### config.mk
export PLATFORM = sky130hd
export DESIGN_NAME = tstamp_top
export DESIGN_NICKNAME = d
export VERILOG_FILES = /design/src/common/tstamp_pkg.sv /design/src/logic/time_counter.sv /design/src/logic/apb_regs.sv /design/src/logic/sample_fanout.sv /design/src/logic/threshold_trigger.sv /design/src/logic/event_merger.sv /design/src/logic/tstamp_top.sv
export SDC_FILE = /design/constraint.sdc
export NUM_CORES = 1
export LEC_CHECK = 0
export ABC_AREA = 1
export BUFFER_PORTS_ARGS = -buffer_cell sky130_fd_sc_hd__buf_2
export CAP_MARGIN = 20
export CORE_ASPECT_RATIO = 1.75
export CORE_MARGIN = 4
export CORE_UTILIZATION = 61
export DETAILED_ROUTE_END_ITERATION = 8
export HOLD_SLACK_MARGIN = 0.05
export PLACE_DENSITY_LB_ADDON = 0.1
export SLEW_MARGIN = 0
export SYNTH_ARGS = -nofsm -noshare
export SYNTH_HDL_FRONTEND = slang
export SYNTH_SLANG_ARGS = --single-unit
export TNS_END_PERCENT = 100
### constraint.sdc
create_clock -name AXIS_ACLK -period 4.8 [get_ports AXIS_ACLK]
set_input_delay 0.48 -clock AXIS_ACLK [delete_from_list [all_inputs] [get_ports AXIS_ACLK]]
set_output_delay 0.48 -clock AXIS_ACLK [all_outputs]
set_load 0.02 [all_outputs]
### src/common/tstamp_pkg.sv
package tstamp_pkg;

  // channel and data widths
  localparam int N_CH             = 4;
  localparam int SAMPLE_W         = 12;
  localparam int TIME_STAMP_WIDTH = 16;
  localparam int CH_W             = 2;
  localparam int APB_AW           = 8;

  // clock cycles per timestamp tick
  localparam int CLK_DIVIDE = 5;
  localparam int DIV_W      = $clog2(CLK_DIVIDE);

  typedef logic [SAMPLE_W-1:0]         sample_t;
  typedef logic [TIME_STAMP_WIDTH-1:0] tstamp_t;
  typedef logic [CH_W-1:0]             ch_idx_t;
  typedef logic [APB_AW-1:0]           apb_addr_t;
  typedef logic [31:0]                 apb_data_t;

  // register map
  localparam apb_addr_t ADDR_CTRL   = 8'h00;
  localparam apb_addr_t ADDR_STATUS = 8'h04;
  localparam apb_addr_t ADDR_HYST   = 8'h08;
  localparam apb_addr_t ADDR_THRESH = 8'h10;
  localparam apb_addr_t ADDR_OFFSET = 8'h20;

  // overflow flags start at this STATUS bit
  localparam int OVF_LSB = 4;

  // execution state, same codes as the ADC front end
  typedef enum logic [1:0] {
    INIT  = 2'b00,
    ARMED = 2'b01,
    TRG   = 2'b11
  } exec_state_t;

  // one sample per channel
  typedef struct packed {
    sample_t [N_CH-1:0] s;
  } frame_t;

  // output event record
  typedef struct packed {
    ch_idx_t ch;
    sample_t sample;
    tstamp_t ts;
  } event_t;

  // per-channel configuration
  typedef struct packed {
    sample_t thresh;
    sample_t offset;
  } ch_cfg_t;

endpackage

### src/logic/time_counter.sv
`timescale 1ns/1ns

module time_counter (
  input  logic                    AXIS_ACLK,
  input  logic                    AXIS_ARESETN,
  input  tstamp_pkg::exec_state_t exec_state,
  output tstamp_pkg::tstamp_t     current_time
);

  import tstamp_pkg::*;

  logic [DIV_W-1:0] presc;
  logic             tick;

  // last prescaler count gives one tick
  assign tick = (presc == DIV_W'(CLK_DIVIDE - 1));

  // both counters held at zero in INIT so timing restarts on arming
  always_ff @(posedge AXIS_ACLK) begin
    if (!AXIS_ARESETN || exec_state == INIT) begin
      presc        <= '0;
      current_time <= '0;
    end else begin
      if (tick) begin
        presc <= '0;
      end else begin
        presc <= presc + 1'b1;
      end
      // wraps at full width
      current_time <= current_time + tstamp_t'(tick);
    end
  end

endmodule

### src/logic/apb_regs.sv
`timescale 1ns/1ns

module apb_regs (
  input  logic                                 AXIS_ACLK,
  input  logic                                 AXIS_ARESETN,
  input  logic                                 psel,
  input  logic                                 penable,
  input  logic                                 pwrite,
  input  tstamp_pkg::apb_addr_t                paddr,
  input  tstamp_pkg::apb_data_t                pwdata,
  output tstamp_pkg::apb_data_t                prdata,
  output logic                                 pready,
  output logic                                 pslverr,
  input  logic                                 event_taken,
  input  logic [tstamp_pkg::N_CH-1:0]          overflow,
  output tstamp_pkg::exec_state_t              exec_state,
  output tstamp_pkg::ch_cfg_t [tstamp_pkg::N_CH-1:0] ch_cfg,
  output tstamp_pkg::sample_t                  hyst
);

  import tstamp_pkg::*;

  logic            run;
  logic [N_CH-1:0] ovf_flags;
  logic            access;
  logic            wr;
  logic            sel_ctrl;
  logic            sel_status;
  logic            sel_hyst;
  logic            sel_thr;
  logic            sel_off;
  logic            addr_hit;
  ch_idx_t         idx;

  assign access = psel && penable;
  assign wr     = access && pwrite;

  // channel registers sit at a 4-byte stride inside their block
  assign idx        = paddr[CH_W+1:2];
  assign sel_ctrl   = (paddr == ADDR_CTRL);
  assign sel_status = (paddr == ADDR_STATUS);
  assign sel_hyst   = (paddr == ADDR_HYST);
  assign sel_thr    = (paddr[APB_AW-1:4] == ADDR_THRESH[APB_AW-1:4]) && (paddr[1:0] == 2'b00);
  assign sel_off    = (paddr[APB_AW-1:4] == ADDR_OFFSET[APB_AW-1:4]) && (paddr[1:0] == 2'b00);
  assign addr_hit   = sel_ctrl || sel_status || sel_hyst || sel_thr || sel_off;

  // zero wait states
  assign pready  = 1'b1;
  assign pslverr = access && !addr_hit;

  // configuration registers
  always_ff @(posedge AXIS_ACLK) begin
    if (!AXIS_ARESETN) begin
      run    <= 1'b0;
      hyst   <= '0;
      ch_cfg <= '0;
    end else if (wr) begin
      if (sel_ctrl) run <= pwdata[0];
      if (sel_hyst) hyst <= pwdata[SAMPLE_W-1:0];
      if (sel_thr)  ch_cfg[idx].thresh <= pwdata[SAMPLE_W-1:0];
      if (sel_off)  ch_cfg[idx].offset <= pwdata[SAMPLE_W-1:0];
    end
  end

  // sticky overflow, a new pulse wins over a clear in the same cycle
  always_ff @(posedge AXIS_ACLK) begin
    if (!AXIS_ARESETN) begin
      ovf_flags <= '0;
    end else if (wr && sel_status) begin
      ovf_flags <= (ovf_flags & ~pwdata[OVF_LSB +: N_CH]) | overflow;
    end else begin
      ovf_flags <= ovf_flags | overflow;
    end
  end

  // execution state machine
  always_ff @(posedge AXIS_ACLK) begin
    if (!AXIS_ARESETN) begin
      exec_state <= INIT;
    end else if (wr && sel_ctrl && !pwdata[0]) begin
      exec_state <= INIT;
    end else begin
      case (exec_state)
        INIT:    if (wr && sel_ctrl && pwdata[0]) exec_state <= ARMED;
        ARMED:   if (event_taken) exec_state <= TRG;
        TRG:     exec_state <= TRG;
        default: exec_state <= INIT;
      endcase
    end
  end

  // read mux
  always_comb begin
    prdata = '0;
    if (sel_ctrl) begin
      prdata[0] = run;
    end else if (sel_status) begin
      prdata[1:0]            = exec_state;
      prdata[OVF_LSB +: N_CH] = ovf_flags;
    end else if (sel_hyst) begin
      prdata[SAMPLE_W-1:0] = hyst;
    end else if (sel_thr) begin
      prdata[SAMPLE_W-1:0] = ch_cfg[idx].thresh;
    end else if (sel_off) begin
      prdata[SAMPLE_W-1:0] = ch_cfg[idx].offset;
    end
  end

endmodule

### src/logic/sample_fanout.sv
`timescale 1ns/1ns

module sample_fanout (
  input  logic                                       AXIS_ACLK,
  input  logic                                       AXIS_ARESETN,
  input  logic                                       s_tvalid,
  input  tstamp_pkg::frame_t                         s_tdata,
  input  tstamp_pkg::ch_cfg_t [tstamp_pkg::N_CH-1:0] ch_cfg,
  output logic                                       smp_valid,
  output tstamp_pkg::frame_t                         smp
);

  import tstamp_pkg::*;

  frame_t corrected;

  // offset removal, clamped at zero
  always_comb begin
    for (int i = 0; i < N_CH; i++) begin
      if (s_tdata.s[i] > ch_cfg[i].offset) begin
        corrected.s[i] = s_tdata.s[i] - ch_cfg[i].offset;
      end else begin
        corrected.s[i] = '0;
      end
    end
  end

  always_ff @(posedge AXIS_ACLK) begin
    if (!AXIS_ARESETN) begin
      smp_valid <= 1'b0;
    end else begin
      smp_valid <= s_tvalid;
    end
  end

  // sample payload only follows accepted frames
  always_ff @(posedge AXIS_ACLK) begin
    if (s_tvalid) begin
      smp <= corrected;
    end
  end

endmodule

### src/logic/threshold_trigger.sv
`timescale 1ns/1ns

module threshold_trigger #(
  parameter int CH = 0
) (
  input  logic                    AXIS_ACLK,
  input  logic                    AXIS_ARESETN,
  input  logic                    smp_valid,
  input  tstamp_pkg::sample_t     smp,
  input  tstamp_pkg::ch_cfg_t     cfg,
  input  tstamp_pkg::sample_t     hyst,
  input  tstamp_pkg::exec_state_t exec_state,
  input  tstamp_pkg::tstamp_t     current_time,
  output logic                    ev_valid,
  output tstamp_pkg::event_t      ev,
  input  logic                    ev_ready,
  output logic                    overflow
);

  import tstamp_pkg::*;

  logic    armed;
  logic    fire;
  logic    take;
  logic    load;
  sample_t rearm_lvl;

  // re-arm level, floored at zero
  assign rearm_lvl = (cfg.thresh > hyst) ? (cfg.thresh - hyst) : '0;

  assign fire = smp_valid && (exec_state != INIT) && armed && (smp > cfg.thresh);
  assign take = ev_valid && ev_ready;

  // slot is free if empty or drained this cycle
  assign load     = fire && (!ev_valid || take);
  assign overflow = fire && ev_valid && !ev_ready;

  // hysteresis state, a dropped crossing still disarms
  always_ff @(posedge AXIS_ACLK) begin
    if (!AXIS_ARESETN || exec_state == INIT) begin
      armed <= 1'b1;
    end else if (fire) begin
      armed <= 1'b0;
    end else if (smp_valid && !armed && (smp < rearm_lvl)) begin
      armed <= 1'b1;
    end
  end

  always_ff @(posedge AXIS_ACLK) begin
    if (!AXIS_ARESETN) begin
      ev_valid <= 1'b0;
    end else if (load) begin
      ev_valid <= 1'b1;
    end else if (take) begin
      ev_valid <= 1'b0;
    end
  end

  // pending event record
  always_ff @(posedge AXIS_ACLK) begin
    if (load) begin
      ev.ch     <= ch_idx_t'(CH);
      ev.sample <= smp;
      ev.ts     <= current_time;
    end
  end

endmodule

### src/logic/event_merger.sv
`timescale 1ns/1ns

module event_merger (
  input  logic                                      AXIS_ACLK,
  input  logic                                      AXIS_ARESETN,
  input  logic [tstamp_pkg::N_CH-1:0]               ev_valid,
  input  tstamp_pkg::event_t [tstamp_pkg::N_CH-1:0] ev,
  output logic [tstamp_pkg::N_CH-1:0]               ev_ready,
  output logic                                      m_tvalid,
  output tstamp_pkg::event_t                        m_tdata,
  input  logic                                      m_tready,
  output logic                                      event_taken
);

  import tstamp_pkg::*;

  ch_idx_t ptr;
  ch_idx_t grant_idx;
  logic    found;
  logic    can_load;
  logic    grant;

  // output register empty or being emptied
  assign can_load = !m_tvalid || m_tready;
  assign grant    = found && can_load;

  // first valid channel at or after the priority pointer
  always_comb begin
    ch_idx_t idx;
    found     = 1'b0;
    grant_idx = ptr;
    for (int k = 0; k < N_CH; k++) begin
      idx = ptr + ch_idx_t'(k);
      if (!found && ev_valid[idx]) begin
        found     = 1'b1;
        grant_idx = idx;
      end
    end
  end

  always_comb begin
    for (int i = 0; i < N_CH; i++) begin
      ev_ready[i] = grant && (grant_idx == ch_idx_t'(i));
    end
  end

  // pointer moves past the last winner
  always_ff @(posedge AXIS_ACLK) begin
    if (!AXIS_ARESETN) begin
      ptr         <= '0;
      m_tvalid    <= 1'b0;
      event_taken <= 1'b0;
    end else begin
      event_taken <= grant;
      if (grant) begin
        ptr      <= grant_idx + 1'b1;
        m_tvalid <= 1'b1;
      end else if (m_tready) begin
        m_tvalid <= 1'b0;
      end
    end
  end

  // holds still while stalled since no grant is made then
  always_ff @(posedge AXIS_ACLK) begin
    if (grant) begin
      m_tdata <= ev[grant_idx];
    end
  end

endmodule

### src/logic/tstamp_top.sv
`timescale 1ns/1ns

module tstamp_top (
  input  logic                  AXIS_ACLK,
  input  logic                  AXIS_ARESETN,
  input  logic                  psel,
  input  logic                  penable,
  input  logic                  pwrite,
  input  tstamp_pkg::apb_addr_t paddr,
  input  tstamp_pkg::apb_data_t pwdata,
  output tstamp_pkg::apb_data_t prdata,
  output logic                  pready,
  output logic                  pslverr,
  input  logic                  s_tvalid,
  input  tstamp_pkg::frame_t    s_tdata,
  output logic                  m_tvalid,
  output tstamp_pkg::event_t    m_tdata,
  input  logic                  m_tready
);

  import tstamp_pkg::*;

  exec_state_t              exec_state;
  tstamp_t                  current_time;
  ch_cfg_t [N_CH-1:0]       ch_cfg;
  sample_t                  hyst;
  logic                     smp_valid;
  frame_t                   smp;
  logic [N_CH-1:0]          ev_valid;
  event_t [N_CH-1:0]        ev;
  logic [N_CH-1:0]          ev_ready;
  logic [N_CH-1:0]          overflow;
  logic                     event_taken;

  apb_regs u_regs (
    .AXIS_ACLK    (AXIS_ACLK),
    .AXIS_ARESETN (AXIS_ARESETN),
    .psel         (psel),
    .penable      (penable),
    .pwrite       (pwrite),
    .paddr        (paddr),
    .pwdata       (pwdata),
    .prdata       (prdata),
    .pready       (pready),
    .pslverr      (pslverr),
    .event_taken  (event_taken),
    .overflow     (overflow),
    .exec_state   (exec_state),
    .ch_cfg       (ch_cfg),
    .hyst         (hyst)
  );

  time_counter u_time (
    .AXIS_ACLK    (AXIS_ACLK),
    .AXIS_ARESETN (AXIS_ARESETN),
    .exec_state   (exec_state),
    .current_time (current_time)
  );

  sample_fanout u_fanout (
    .AXIS_ACLK    (AXIS_ACLK),
    .AXIS_ARESETN (AXIS_ARESETN),
    .s_tvalid     (s_tvalid),
    .s_tdata      (s_tdata),
    .ch_cfg       (ch_cfg),
    .smp_valid    (smp_valid),
    .smp          (smp)
  );

  // one trigger per channel
  for (genvar i = 0; i < N_CH; i++) begin : g_ch
    threshold_trigger #(
      .CH (i)
    ) u_trig (
      .AXIS_ACLK    (AXIS_ACLK),
      .AXIS_ARESETN (AXIS_ARESETN),
      .smp_valid    (smp_valid),
      .smp          (smp.s[i]),
      .cfg          (ch_cfg[i]),
      .hyst         (hyst),
      .exec_state   (exec_state),
      .current_time (current_time),
      .ev_valid     (ev_valid[i]),
      .ev           (ev[i]),
      .ev_ready     (ev_ready[i]),
      .overflow     (overflow[i])
    );
  end

  event_merger u_merge (
    .AXIS_ACLK    (AXIS_ACLK),
    .AXIS_ARESETN (AXIS_ARESETN),
    .ev_valid     (ev_valid),
    .ev           (ev),
    .ev_ready     (ev_ready),
    .m_tvalid     (m_tvalid),
    .m_tdata      (m_tdata),
    .m_tready     (m_tready),
    .event_taken  (event_taken)
  );

endmodule

=== After elaboration in Yosys (flattened, before gate mapping) ===
Cells that the tools add are included.

* Output and inout port bits: 65
* Word-level logic and storage cells: 258
* Register bits: 337
* Input port bits: 95

* $add $sub $neg: 14
* Mux-type cells: 64
* Bitwise gates (word level): 5
* Reductions and logical operators: 99
* $lt $le $gt $ge: 23
* Equal/unequal tests: 12

{| class="wikitable"
|+ Operator list
! cell !! count
|-
| $mux W96 || 4
|-
| $bwmux W96 || 2
|-
| $gt A12 B12 Y1 || 12
|-
| $demux W24 S2 || 2
|-
| $mux W12 || 8
|-
| $sub A12 B12 Y12 || 8
|-
| $bmux W30 S2 || 1
|-
| $logic_and A1 B1 Y1 || 51
|-
| $bmux W24 S2 || 1
|-
| $lt A12 B12 Y1 || 4
|-
| $mux W24 || 2
|-
| $mux W30 || 1
|-
| $mux W1 || 27
|-
| $reduce_bool A2 Y1 || 10
|-
| $logic_not A1 Y1 || 19
|-
| $lt A2 B3 Y1 const B || 6
|-
| $add A16 B1 Y16 || 1
|-
| $mux W2 || 7
|-
| $mux W4 || 3
|-
| $mux W11 || 1
|-
| $logic_or A1 B1 Y1 || 10
|-
| $bmux W1 S2 || 4
|-
| $eq A8 B3 Y1 const B || 1
|-
| $eq A8 B4 Y1 const B || 1
|-
| other kinds (20) || 31
|}

=== Logic depth before layout (Yosys ltp) ===
Gate-level depths: netlist (run 1).

* Word-level depth: 18
* Gate-level depth with buffers: 19
* Depth with buffers taken out: 19

=== By module ===
A second synthesis (run 1) with hierarchy kept.

* Cell total of the unflattened synthesis: 3065
* Area total of the unflattened synthesis: 23008.3 sq um

{| class="wikitable"
|+ By module, submodules not included
! module !! area each (sq um) !! cells an instance !! times used !! seq. area each (sq um)
|-
| apb_regs || 5681.7 || 850 || 1 || 2302.2
|-
| sample_fanout || 5116.2 || 712 || 1 || 1461.4
|-
| event_merger || 2469.9 || 364 || 1 || 980.9
|-
| threshold_trigger (g_ch[0].u_trig) || 2239.6 || 250 || 1 || 880.8
|-
| threshold_trigger (g_ch[1].u_trig) || 2194.6 || 250 || 1 || 880.8
|-
| threshold_trigger (g_ch[2].u_trig) || 2184.6 || 252 || 1 || 880.8
|-
| threshold_trigger (g_ch[3].u_trig) || 2180.8 || 251 || 1 || 880.8
|-
| time_counter || 940.9 || 136 || 1 || 380.4
|}

=== Least setup slack after synthesis (run 1) ===
OpenSTA, ideal clock, no wires.

* Path kind: reg2reg
* Start: reg u_merge.ptr[0]
* End: reg g_ch[0].u_trig.ev[0] (netlist name)
* Path slack: 0.790 ns
* Setup time: 0.413 ns
* Buffers on the path: 2
* Data arrival time: 3.597 ns
* Required time: 4.387 ns
* Period minus slack after synthesis: 4.010 ns
* Stages on the path, launching flop included: 13
* Cell sequence: dfxtp_1 > buf_4 > nand2_1 > o21ai_1 > nand2_1 > o21ai_1 > nor3_4 > a21oi_2 > inv_2 > buf_2 > o21ai_1 > inv_1 > nor2_1

* Cells in the longest elaborated chain, start to end: 17
* Elaborated cells between the ends (all ways): 30
* Those cells by class: add/sub: 3; mux: 15; reduce/logical: 12

{| class="wikitable"
|+ Ends and longest elaborated chain
! what !! RTL line !! source
|-
| from (decl) || event_merger.sv:17 || <nowiki>ch_idx_t ptr;</nowiki>
|-
| from (signal assigned) || event_merger.sv:56 || <nowiki>ptr <= grant_idx + 1'b1;</nowiki>
|-
| parallel branches: the longest is 11 deep, another holds $add A2 B1 Y2 || n/a ||
|-
| $mux W1 (*) || event_merger.sv:34 || <nowiki>if (!found && ev_valid[idx]) begin</nowiki>
|-
| $logic_and A1 B1 Y1 (*) || event_merger.sv:25 || <nowiki>assign grant = found && can_load;</nowiki>
|-
| via u_merge.grant || event_merger.sv:21 || <nowiki>logic grant;</nowiki>
|-
| $logic_and A1 B1 Y1 (*) || event_merger.sv:43 || <nowiki>ev_ready[i] = grant && (grant_idx == ch_idx_t'(i));</nowiki>
|-
| $logic_and A1 B1 Y1 (*) || threshold_trigger.sv:32 || <nowiki>assign take = ev_valid && ev_ready;</nowiki>
|-
| $logic_or A1 B1 Y1 (*) || threshold_trigger.sv:35 || <nowiki>assign load = fire && (!ev_valid || take);</nowiki>
|-
| $logic_and A1 B1 Y1 (*) || threshold_trigger.sv:35 ||
|-
| via g_ch[0].u_trig.load || threshold_trigger.sv:25 || <nowiki>logic load;</nowiki>
|}

Mark *: on every way through the listed nets, which the timed path passes. The select of a mux whose other input is x is not followed.
A chain may end at the register's enable or synchronous reset.

=== Final worst setup path (run 1) ===
* Start: reg u_merge.ptr[0]
* End: reg g_ch[2].u_trig.ev[22] (netlist name)

* Cells in the longest elaborated chain, start to end: 17
* Elaborated cells between the ends (all ways): 30
* Those cells by class: add/sub: 3; eq/ne: 1; mux: 15; reduce/logical: 11

{| class="wikitable"
|+ Ends and longest elaborated chain
! what !! RTL line
|-
| parallel branches: the longest is 13 deep, another holds $add A2 B1 Y2 || n/a
|-
| $logic_and A1 B1 Y1 (*) || event_merger.sv:43
|-
| $logic_and A1 B1 Y1 (*) || threshold_trigger.sv:32
|-
| $logic_or A1 B1 Y1 (*) || threshold_trigger.sv:35
|-
| $logic_and A1 B1 Y1 (*) || threshold_trigger.sv:35
|-
| via g_ch[2].u_trig.load || threshold_trigger.sv:25
|}

Marks and branches as above.

==> metrics.md, run 1 <==
| Metric | Value |
|---|---|
| Vias in the first global route | around 17k |
| Post-route DRC violation count | 0 |
| Clock slew at reported path FFs | 0.06 ns |
| Yosys top cell area share | 28.1% |
| Later-pin clock latency in the skew report | 0.58 ns |
| Critical Path AT | 3.84 ns |
| Ys flop type | edfxtp_1 |
| Setup crit end kind | flip-flop |
| WL final | around 60000 um |
| Placed cell areas | 21200 um^2 |
| Post-route cell area | about 22000 um^2 |
| Most common cell after layout, fill and taps aside | nand2_1 |
| DR WL/cell | between 20 and 25 um |
| Initial DRT Pass Iterations | 6 |
| H-tree levels | 1 |
| TritonCTS buffer count | 31 |
| Post-CTS Resized | 0 |
| CTS tree | built |
| Setup TNS | 0 ns |
| Hold_ws | 0.264 ns |
| Synth Area in Compound Gates | 15.6% |
| Clock tree buffer depth | 3 |
| Max_slew headroom | between 30% and 40% |
| Synth Area per Inst | 8.30 um^2 |
| Vias per cell | 5.83 |
| Register area | 8650 um^2 |
| End of the worst register-to-register path | g_ch[2].u_trig.ev[22] |
| # rows | around 90 |
| Most frequent cells in the layout | 473 x nand2_1, 297 x inv_1, 218 x nor2_1 |
| Hpwl dp | 46600 um |
| Share of cells above drive strength 1 | 9.43% |
| Fmax | 0.279 GHz |
| Die height | 249 um |
| Worst Hold Class | input pin to flip-flop |
| Asr flop ratio synth | 0% |
| Effective utilization at floorplan | between 60% and 70% |
| Adder-cell area share of the yosys netlist | between 10 and 15% |
| ANT cells | 0 |
| Fin. max-slew vios | 0 |
| Synth unique cells | 47 |
| CTS Sinks | 337 |
| I/O Buffers | about 120 |
| Post-route insts no fill | 2983 |
| Core Region | 32900 um^2 |
| CP Launch Type | flip-flop |
| Die X | 146 um |
| Critical path type | flip-flop to flip-flop |
| First-pass GRT wire length | 92100 um |
| Post-Synth XOR/XNOR Area | ~1.8% |
| Sequential fraction of the synthesis area | 42.6% |
| Unrepaired setup endpoints after global routing | no |
| Synth Cell Area | 20300 um^2 |
| Synth Area in Simple Gates | 18.7% |
| Synth Warn # | 0 |
| Dominant cell type by area after synthesis | edfxtp_1 |
| Detail Route Antenna Nets | 0 |
| Worst-Margin Slew | 1.04 ns |
| Static leakage | 9.63 nW |
| Hold Path Depth | 3 |
| Largest net degree at the start of global routing | 57 |
| Final Hold Fails | 0 |
| R2R setup slack | 1.22 ns |
| Ports | 160 |
| Gpl congestion | 1.02 |
| PD cells | 383 nW/um^2 |
| Final period util | 74.6% |
| Data required, critical path | a little over 5 ns |
| Skew final | 0.0161 ns |
| Hold-fix buffers, CTS | 0 |
| Setup crit end | g_ch[2].u_trig.ev[22] |
| Root Driver | clkbuf_16 |
| Area growth syn-to-layout | 9.76% |
| # fillers | 2736 |
| Synth Instances | 2447 |
| Worst Reg-to-Reg Cells | 14 |
| Crit Reg-Reg Startpoint | u_merge.ptr[0] |
| Die area | 36400 um^2 |
| Setup Viol. Count Final | 0 |
| Top cells by area, synth | edfxtp_1 28%, dfxtp_1 14%, ha_1 12% |
| Fin nets | 2853 |
| Status | complete, no violations |
| CP max FO | between 40 and 50 |
| Vias | approximately 17k |
| Synth Register Bits | between 300 and 400 |
| Initial antenna violation count | 0 |
| Total GRT Usage | 32.4% |
| Fin crit period | around 3.6 ns |
| Initial DRC count | 1101 |
| Max-cap violations | 0 |
| Total grt overflow | 0 |
| # Post-CTS Setup Buffers | 0 |
| Largest family of logic cells by synthesized area | simple AND/OR/NAND/NOR gates |
| Multi-input gate area | 10100 um^2 |
| Max VDD drop | 0.000448 V |
| Mux cell area share after synthesis | 0% |
| CP startpoint | u_merge.ptr[0] |
| Placed insts | 2925 |
| Number of synthesized flops with an enable pin | 190 |
==> metal layers <==
| metal | track usage, % | wire [um] |
|---|---|---|
| met2 | 57.7 | 30100 |
| met1 | 35.9 | 21500 |
| met4 | 22.9 | 5190 |
| met3 | 3.40 | 3270 |
| met5 | 0 | 0 |
==> cells by family (layout without fill, tap and decap cells) <==
group / after synthesis / in the layout
other: 2 / 21
AOI/OAI and AO/OA: 544 / 544
adders and majority gates: 204 / 204
DFF: 337 / 337
buffers and inverters: 407 / 519
and+or+nand+nor: 912 / 912
xor gates and xnor gates: 41 / 41
==> Yosys cell counts (6+ instances only) <==
master     count
nand2_1      474
inv_1        298
nor2_1       222
a21oi_1      207
ha_1         196
edfxtp_1     190
dfxtp_1      147
o21ai_0      145
nand3_1      132
a211oi_1      77
clkbuf_1      37
o22ai_1       36
xor2_1        30
buf_4         28
nand4_1       27
buf_2         21
or2_2         21
nor3_1        20
clkinv_1      14
a21o_1        11
xnor2_1       11
o21a_1        10
o2111ai_1      9
fa_1           8
o21ai_1        7
o31ai_1        7
a221oi_1       6
a31oi_1        6
o311ai_0       6
==> sequential cells by signal (all words and copies together), names as in the netlist, 2 cells and up <==
| signal | cells |
|---|---|
| u_time.current_time | 16 |
| u_fanout.smp | 48 |
| u_regs.ch_cfg | 96 |
| u_merge.ptr | 2 |
| u_regs.exec_state | 2 |
| u_merge.m_tdata | 30 |
| g_ch.u_trig.armed | 4 |
| u_regs.ovf_flags | 4 |
| u_time.presc | 3 |
| g_ch.u_trig.ev | 112 |
| u_regs.hyst | 12 |
| g_ch.u_trig.ev_valid | 4 |
==> power breakdown <==
part / total, mW / switching (mW) / leakage [nW] / internal [mW]
Combinational: 2.48 / 1.82 / 6.07 / 0.662
Sequential: 3.50 / 0.114 / 3.06 / 3.39
Clock: 2.55 / 1.12 / 0.504 / 1.44
==> worst min-delay path by stage <==
| stage | start | to |
|---|---|---|
| after global placement | u_time.presc[0] | u_time.presc[0] |
| after floorplan | u_time.presc[0] | u_time.presc[0] |
| after global routing | pwdata[0] | u_regs.run |
| after CTS | pwdata[0] | u_regs.run |
| final | pwdata[0] | u_regs.run |
| after detailed placement | u_time.presc[0] | u_time.presc[0] |
==> metrics by stage <==
step | utilization, % | power, mW | worst slack [ns]
5_1_grt | 67.7 | 8.96 | 0.900
4_1_cts | 67.7 | 8.59 | 1.21
3_5_place_dp | 64.5 | 6.05 | 1.21
2_1_floorplan | - | 5.34 | 0.790
3_3_place_gp | 64.4 | 5.99 | 1.29
6_report | 67.7 | 8.53 | 1.22
==> area by class of cell <==
cell class                 instances  area share (%)
tap                              405            2.27
clock inverter                    20            1.07
multi-input combinational       1722            45.2
sequential                       337            38.8
clock buffer                      37            3.63
timing repair buffer             149            3.72
inverter                         313            5.27
==> critical path, cell delays in order (launching register included) <==
cell and delay [ns]:
dfxtp_1 0.64, xnor2_1 0.29, nand2_1 0.12, o21ai_2 0.14, nand3_1 0.14, xor2_1 0.18, nand2_2 0.08, nand2_2 0.21
buf_4 0.49, ha_1 0.23, inv_1 0.05, o21ai_1 0.17, inv_1 0.07, nor2_2 0.12, buf_4 0.30
(Power assumes the default switching activity.)
==> run 2, diff against run 1 <==
- clock period: 4.8 -> 3.3 ns (I/O delays scaled with it)
==> run 2 against run 1 <==
Net effect:
- die area did not move
- power is 47% higher
- final cell count is 1.2% higher
- register-to-register slack worse by 1.0 ns
- clock power grew 46%
- first-iteration DRC count fell by 5.9%
- combinational power rose by 50%
- via count grew 0.90%
- clock-buffer cell count decreased by 2
- core utilization increased by 1.0 points
- design area up 1.5%
- largest cell class unchanged
==> metrics.md, run 2 (same netlist as run 1, synthesis figures left out) <==
| Metric | Value |
|---|---|
| Status | complete, no violations |
| Top Registers | g_ch.u_trig.ev (112), u_regs.ch_cfg (96), u_fanout.smp (48) |
| Die area | 36400 um^2 |
| Max incr delay on CP | 0.38 ns |
| Clock tree buffer depth | 3 |
| TritonCTS buffer count | 31 |
| Critical path type | flip-flop to flip-flop |
| Effective utilization at floorplan | 61.7% |
| Skew final | 0.0261 ns |
| Fmax | 0.321 GHz |
| Hpwl dp | 48100 um |
| Setup TNS | 0 ns |
| Data required, critical path | approximately 3.8 ns |
| Worst-Margin Slew | 0.663 ns |
| Most frequent cells in the layout | 465 x nand2_1, 297 x inv_1, 218 x nor2_1 |
| Fin nets | between 2k and 3k |
| Static leakage | ~9.8 nW |
| CTS tree | built |
| First-pass GRT wire length | around 93000 um |
| Vias per cell | 5.81 |
| Largest net degree at the start of global routing | 57 |
| # fillers | 2704 |
| Post-route DRC violation count | 0 |
| H-tree levels | 1 |
| Hold-fix buffers, CTS | 0 |
| DR WL/cell | 20.2 um |
| CP most frequent cell | nand3_1 |
| Clock slew at reported path FFs | about 0.07 ns |
| Fin crit period | between 3 and 4 ns |
| Max VDD drop | 0.000450 V |
| Fin. max-slew vios | 0 |
| # rows | 88 |
| Core Region | 32900 um^2 |
| CP Launch Type | flip-flop |
| Share of cells above drive strength 1 | 11.3% |
| CP max FO | 9 |
| Most common cell after layout, fill and taps aside | nand2_1 |
| Gpl congestion | 1.04 |
| Ports | 160 |
| Final period util | a little over nine tenths |
| Initial DRC count | roughly 1.0k |
| Die X | about 150 um |
| Die height | between 200 and 250 um |
| Vias | 17.5k |
| Setup crit end kind | flip-flop |
| Area growth syn-to-layout | 11.4% |
| Setup Viol. Count Final | 0 |
| I/O Buffers | 118 |
| CTS Sinks | approximately 340 |
| Post-Route Utilization | 68.7% |
| Total GRT Usage | 32.8% |
| Initial antenna violation count | 0 |
| Max-cap violations | 0 |
| Final Hold Fails | 0 |
| Total grt overflow | 0 |
| Critical Path AT | 3.64 ns |
| Later-pin clock latency in the skew report | 0.59 ns |
| Top reg by flops | g_ch.u_trig.ev |
| Unrepaired setup endpoints after global routing | no |
| WL final | 61000 um |
| Power Total | 12.5 mW |
| Cell Chain, Critical Path | inv_1, ha_1, fa_1, inv_1, nand3_1, nand2_2, nand3_1, nand3_2, nand2_4, or2_2, ha_1, nand2_1, inv_1, nand2_1, a31oi_1, nor4_1, nand3_1, nand3_1 |
| Initial DRT Pass Iterations | 6 |
| Detail Route Antenna Nets | 0 |
| Max_slew headroom | 55.6% |
| ANT cells | 0 |
| Max FFs per register | 112 |
| Root Driver | clkbuf_16 |
| Vias in the first global route | roughly 17k |
| PD cells | 553 nW/um^2 |
| Slowest cell on crit path | dfxtp_1 |
| Worst Hold Class | input pin to flip-flop |
[run 2: path summary, 6_finish.rpt]
check,to,start,slack (ns),depth (start not counted)
hold reg to reg,u_time.presc[0],u_time.presc[0],0.45,1
hold / removal,u_regs.run,pwdata[0],0.09,3
setup reg to reg,g_ch[2].u_trig.armed,u_regs.ch_cfg[60],0.19,18
setup / recovery,g_ch[2].u_trig.armed,u_regs.ch_cfg[60],0.19,18
[run 2: per-stage QoR]
stage | hold WS [ns] | worst slack (ns) | area, um^2 | instances
finish | 0.0921 | 0.189 | 22600 | 3018
global route | 0.0976 | 0.00441 | 22600 | 3018
CTS | 0.0794 | 0.0987 | 22600 | 3017
detailed placement | 0.445 | 0.120 | 21500 | 2960
global placement | 0.433 | 0.130 | 21500 | 2959
floorplan | 0.417 | 0.0731 | 20400 | 2466
[run 2: timing repair]
action,in CTS,in global routing
endpoints found under the setup margin,0,82
resized for setup,0,21
buffers inserted,0,0
[run 2: routing by layer]
layer	GRT usage (%)	vias to the layer above	share of wire [%]
li1	-	8637	-
met2	58.5	644	50
met3	3.95	261	5.2
met5	0	-	0
met1	33.8	7995	35
met4	27.8	0	10
[run 2: where the power goes]
group	switching [mW]	leakage, nW	internal (mW)
Sequential	0.162	3.06	4.93
Combinational	2.68	6.24	1.03
Clock	1.64	0.494	2.08
Total	4.48	9.79	8.04
[run 2: critical path: cells and delay by family (launching register included)]
kind,cells,cell delay [ns]
flip-flops,1,0.38
adder cells (fa/ha/maj),3,0.87
AO/OA/AOI/OAI,1,0.08
AND/OR/NAND/NOR,11,1.49
buffers and inverters,3,0.24
[run 2: final cells by class]
class                           instances  area [um^2]  area share, %
Inverter                              313         1170           5.19
Multi-Input combinational cell       1722        10100           44.8
Tap cell                              405          507           2.24
Clock inverter                         22          253           1.12
Sequential cell                       337         8650           38.2
Timing Repair Buffer                  184         1110           4.90
Clock buffer                           35          801           3.54
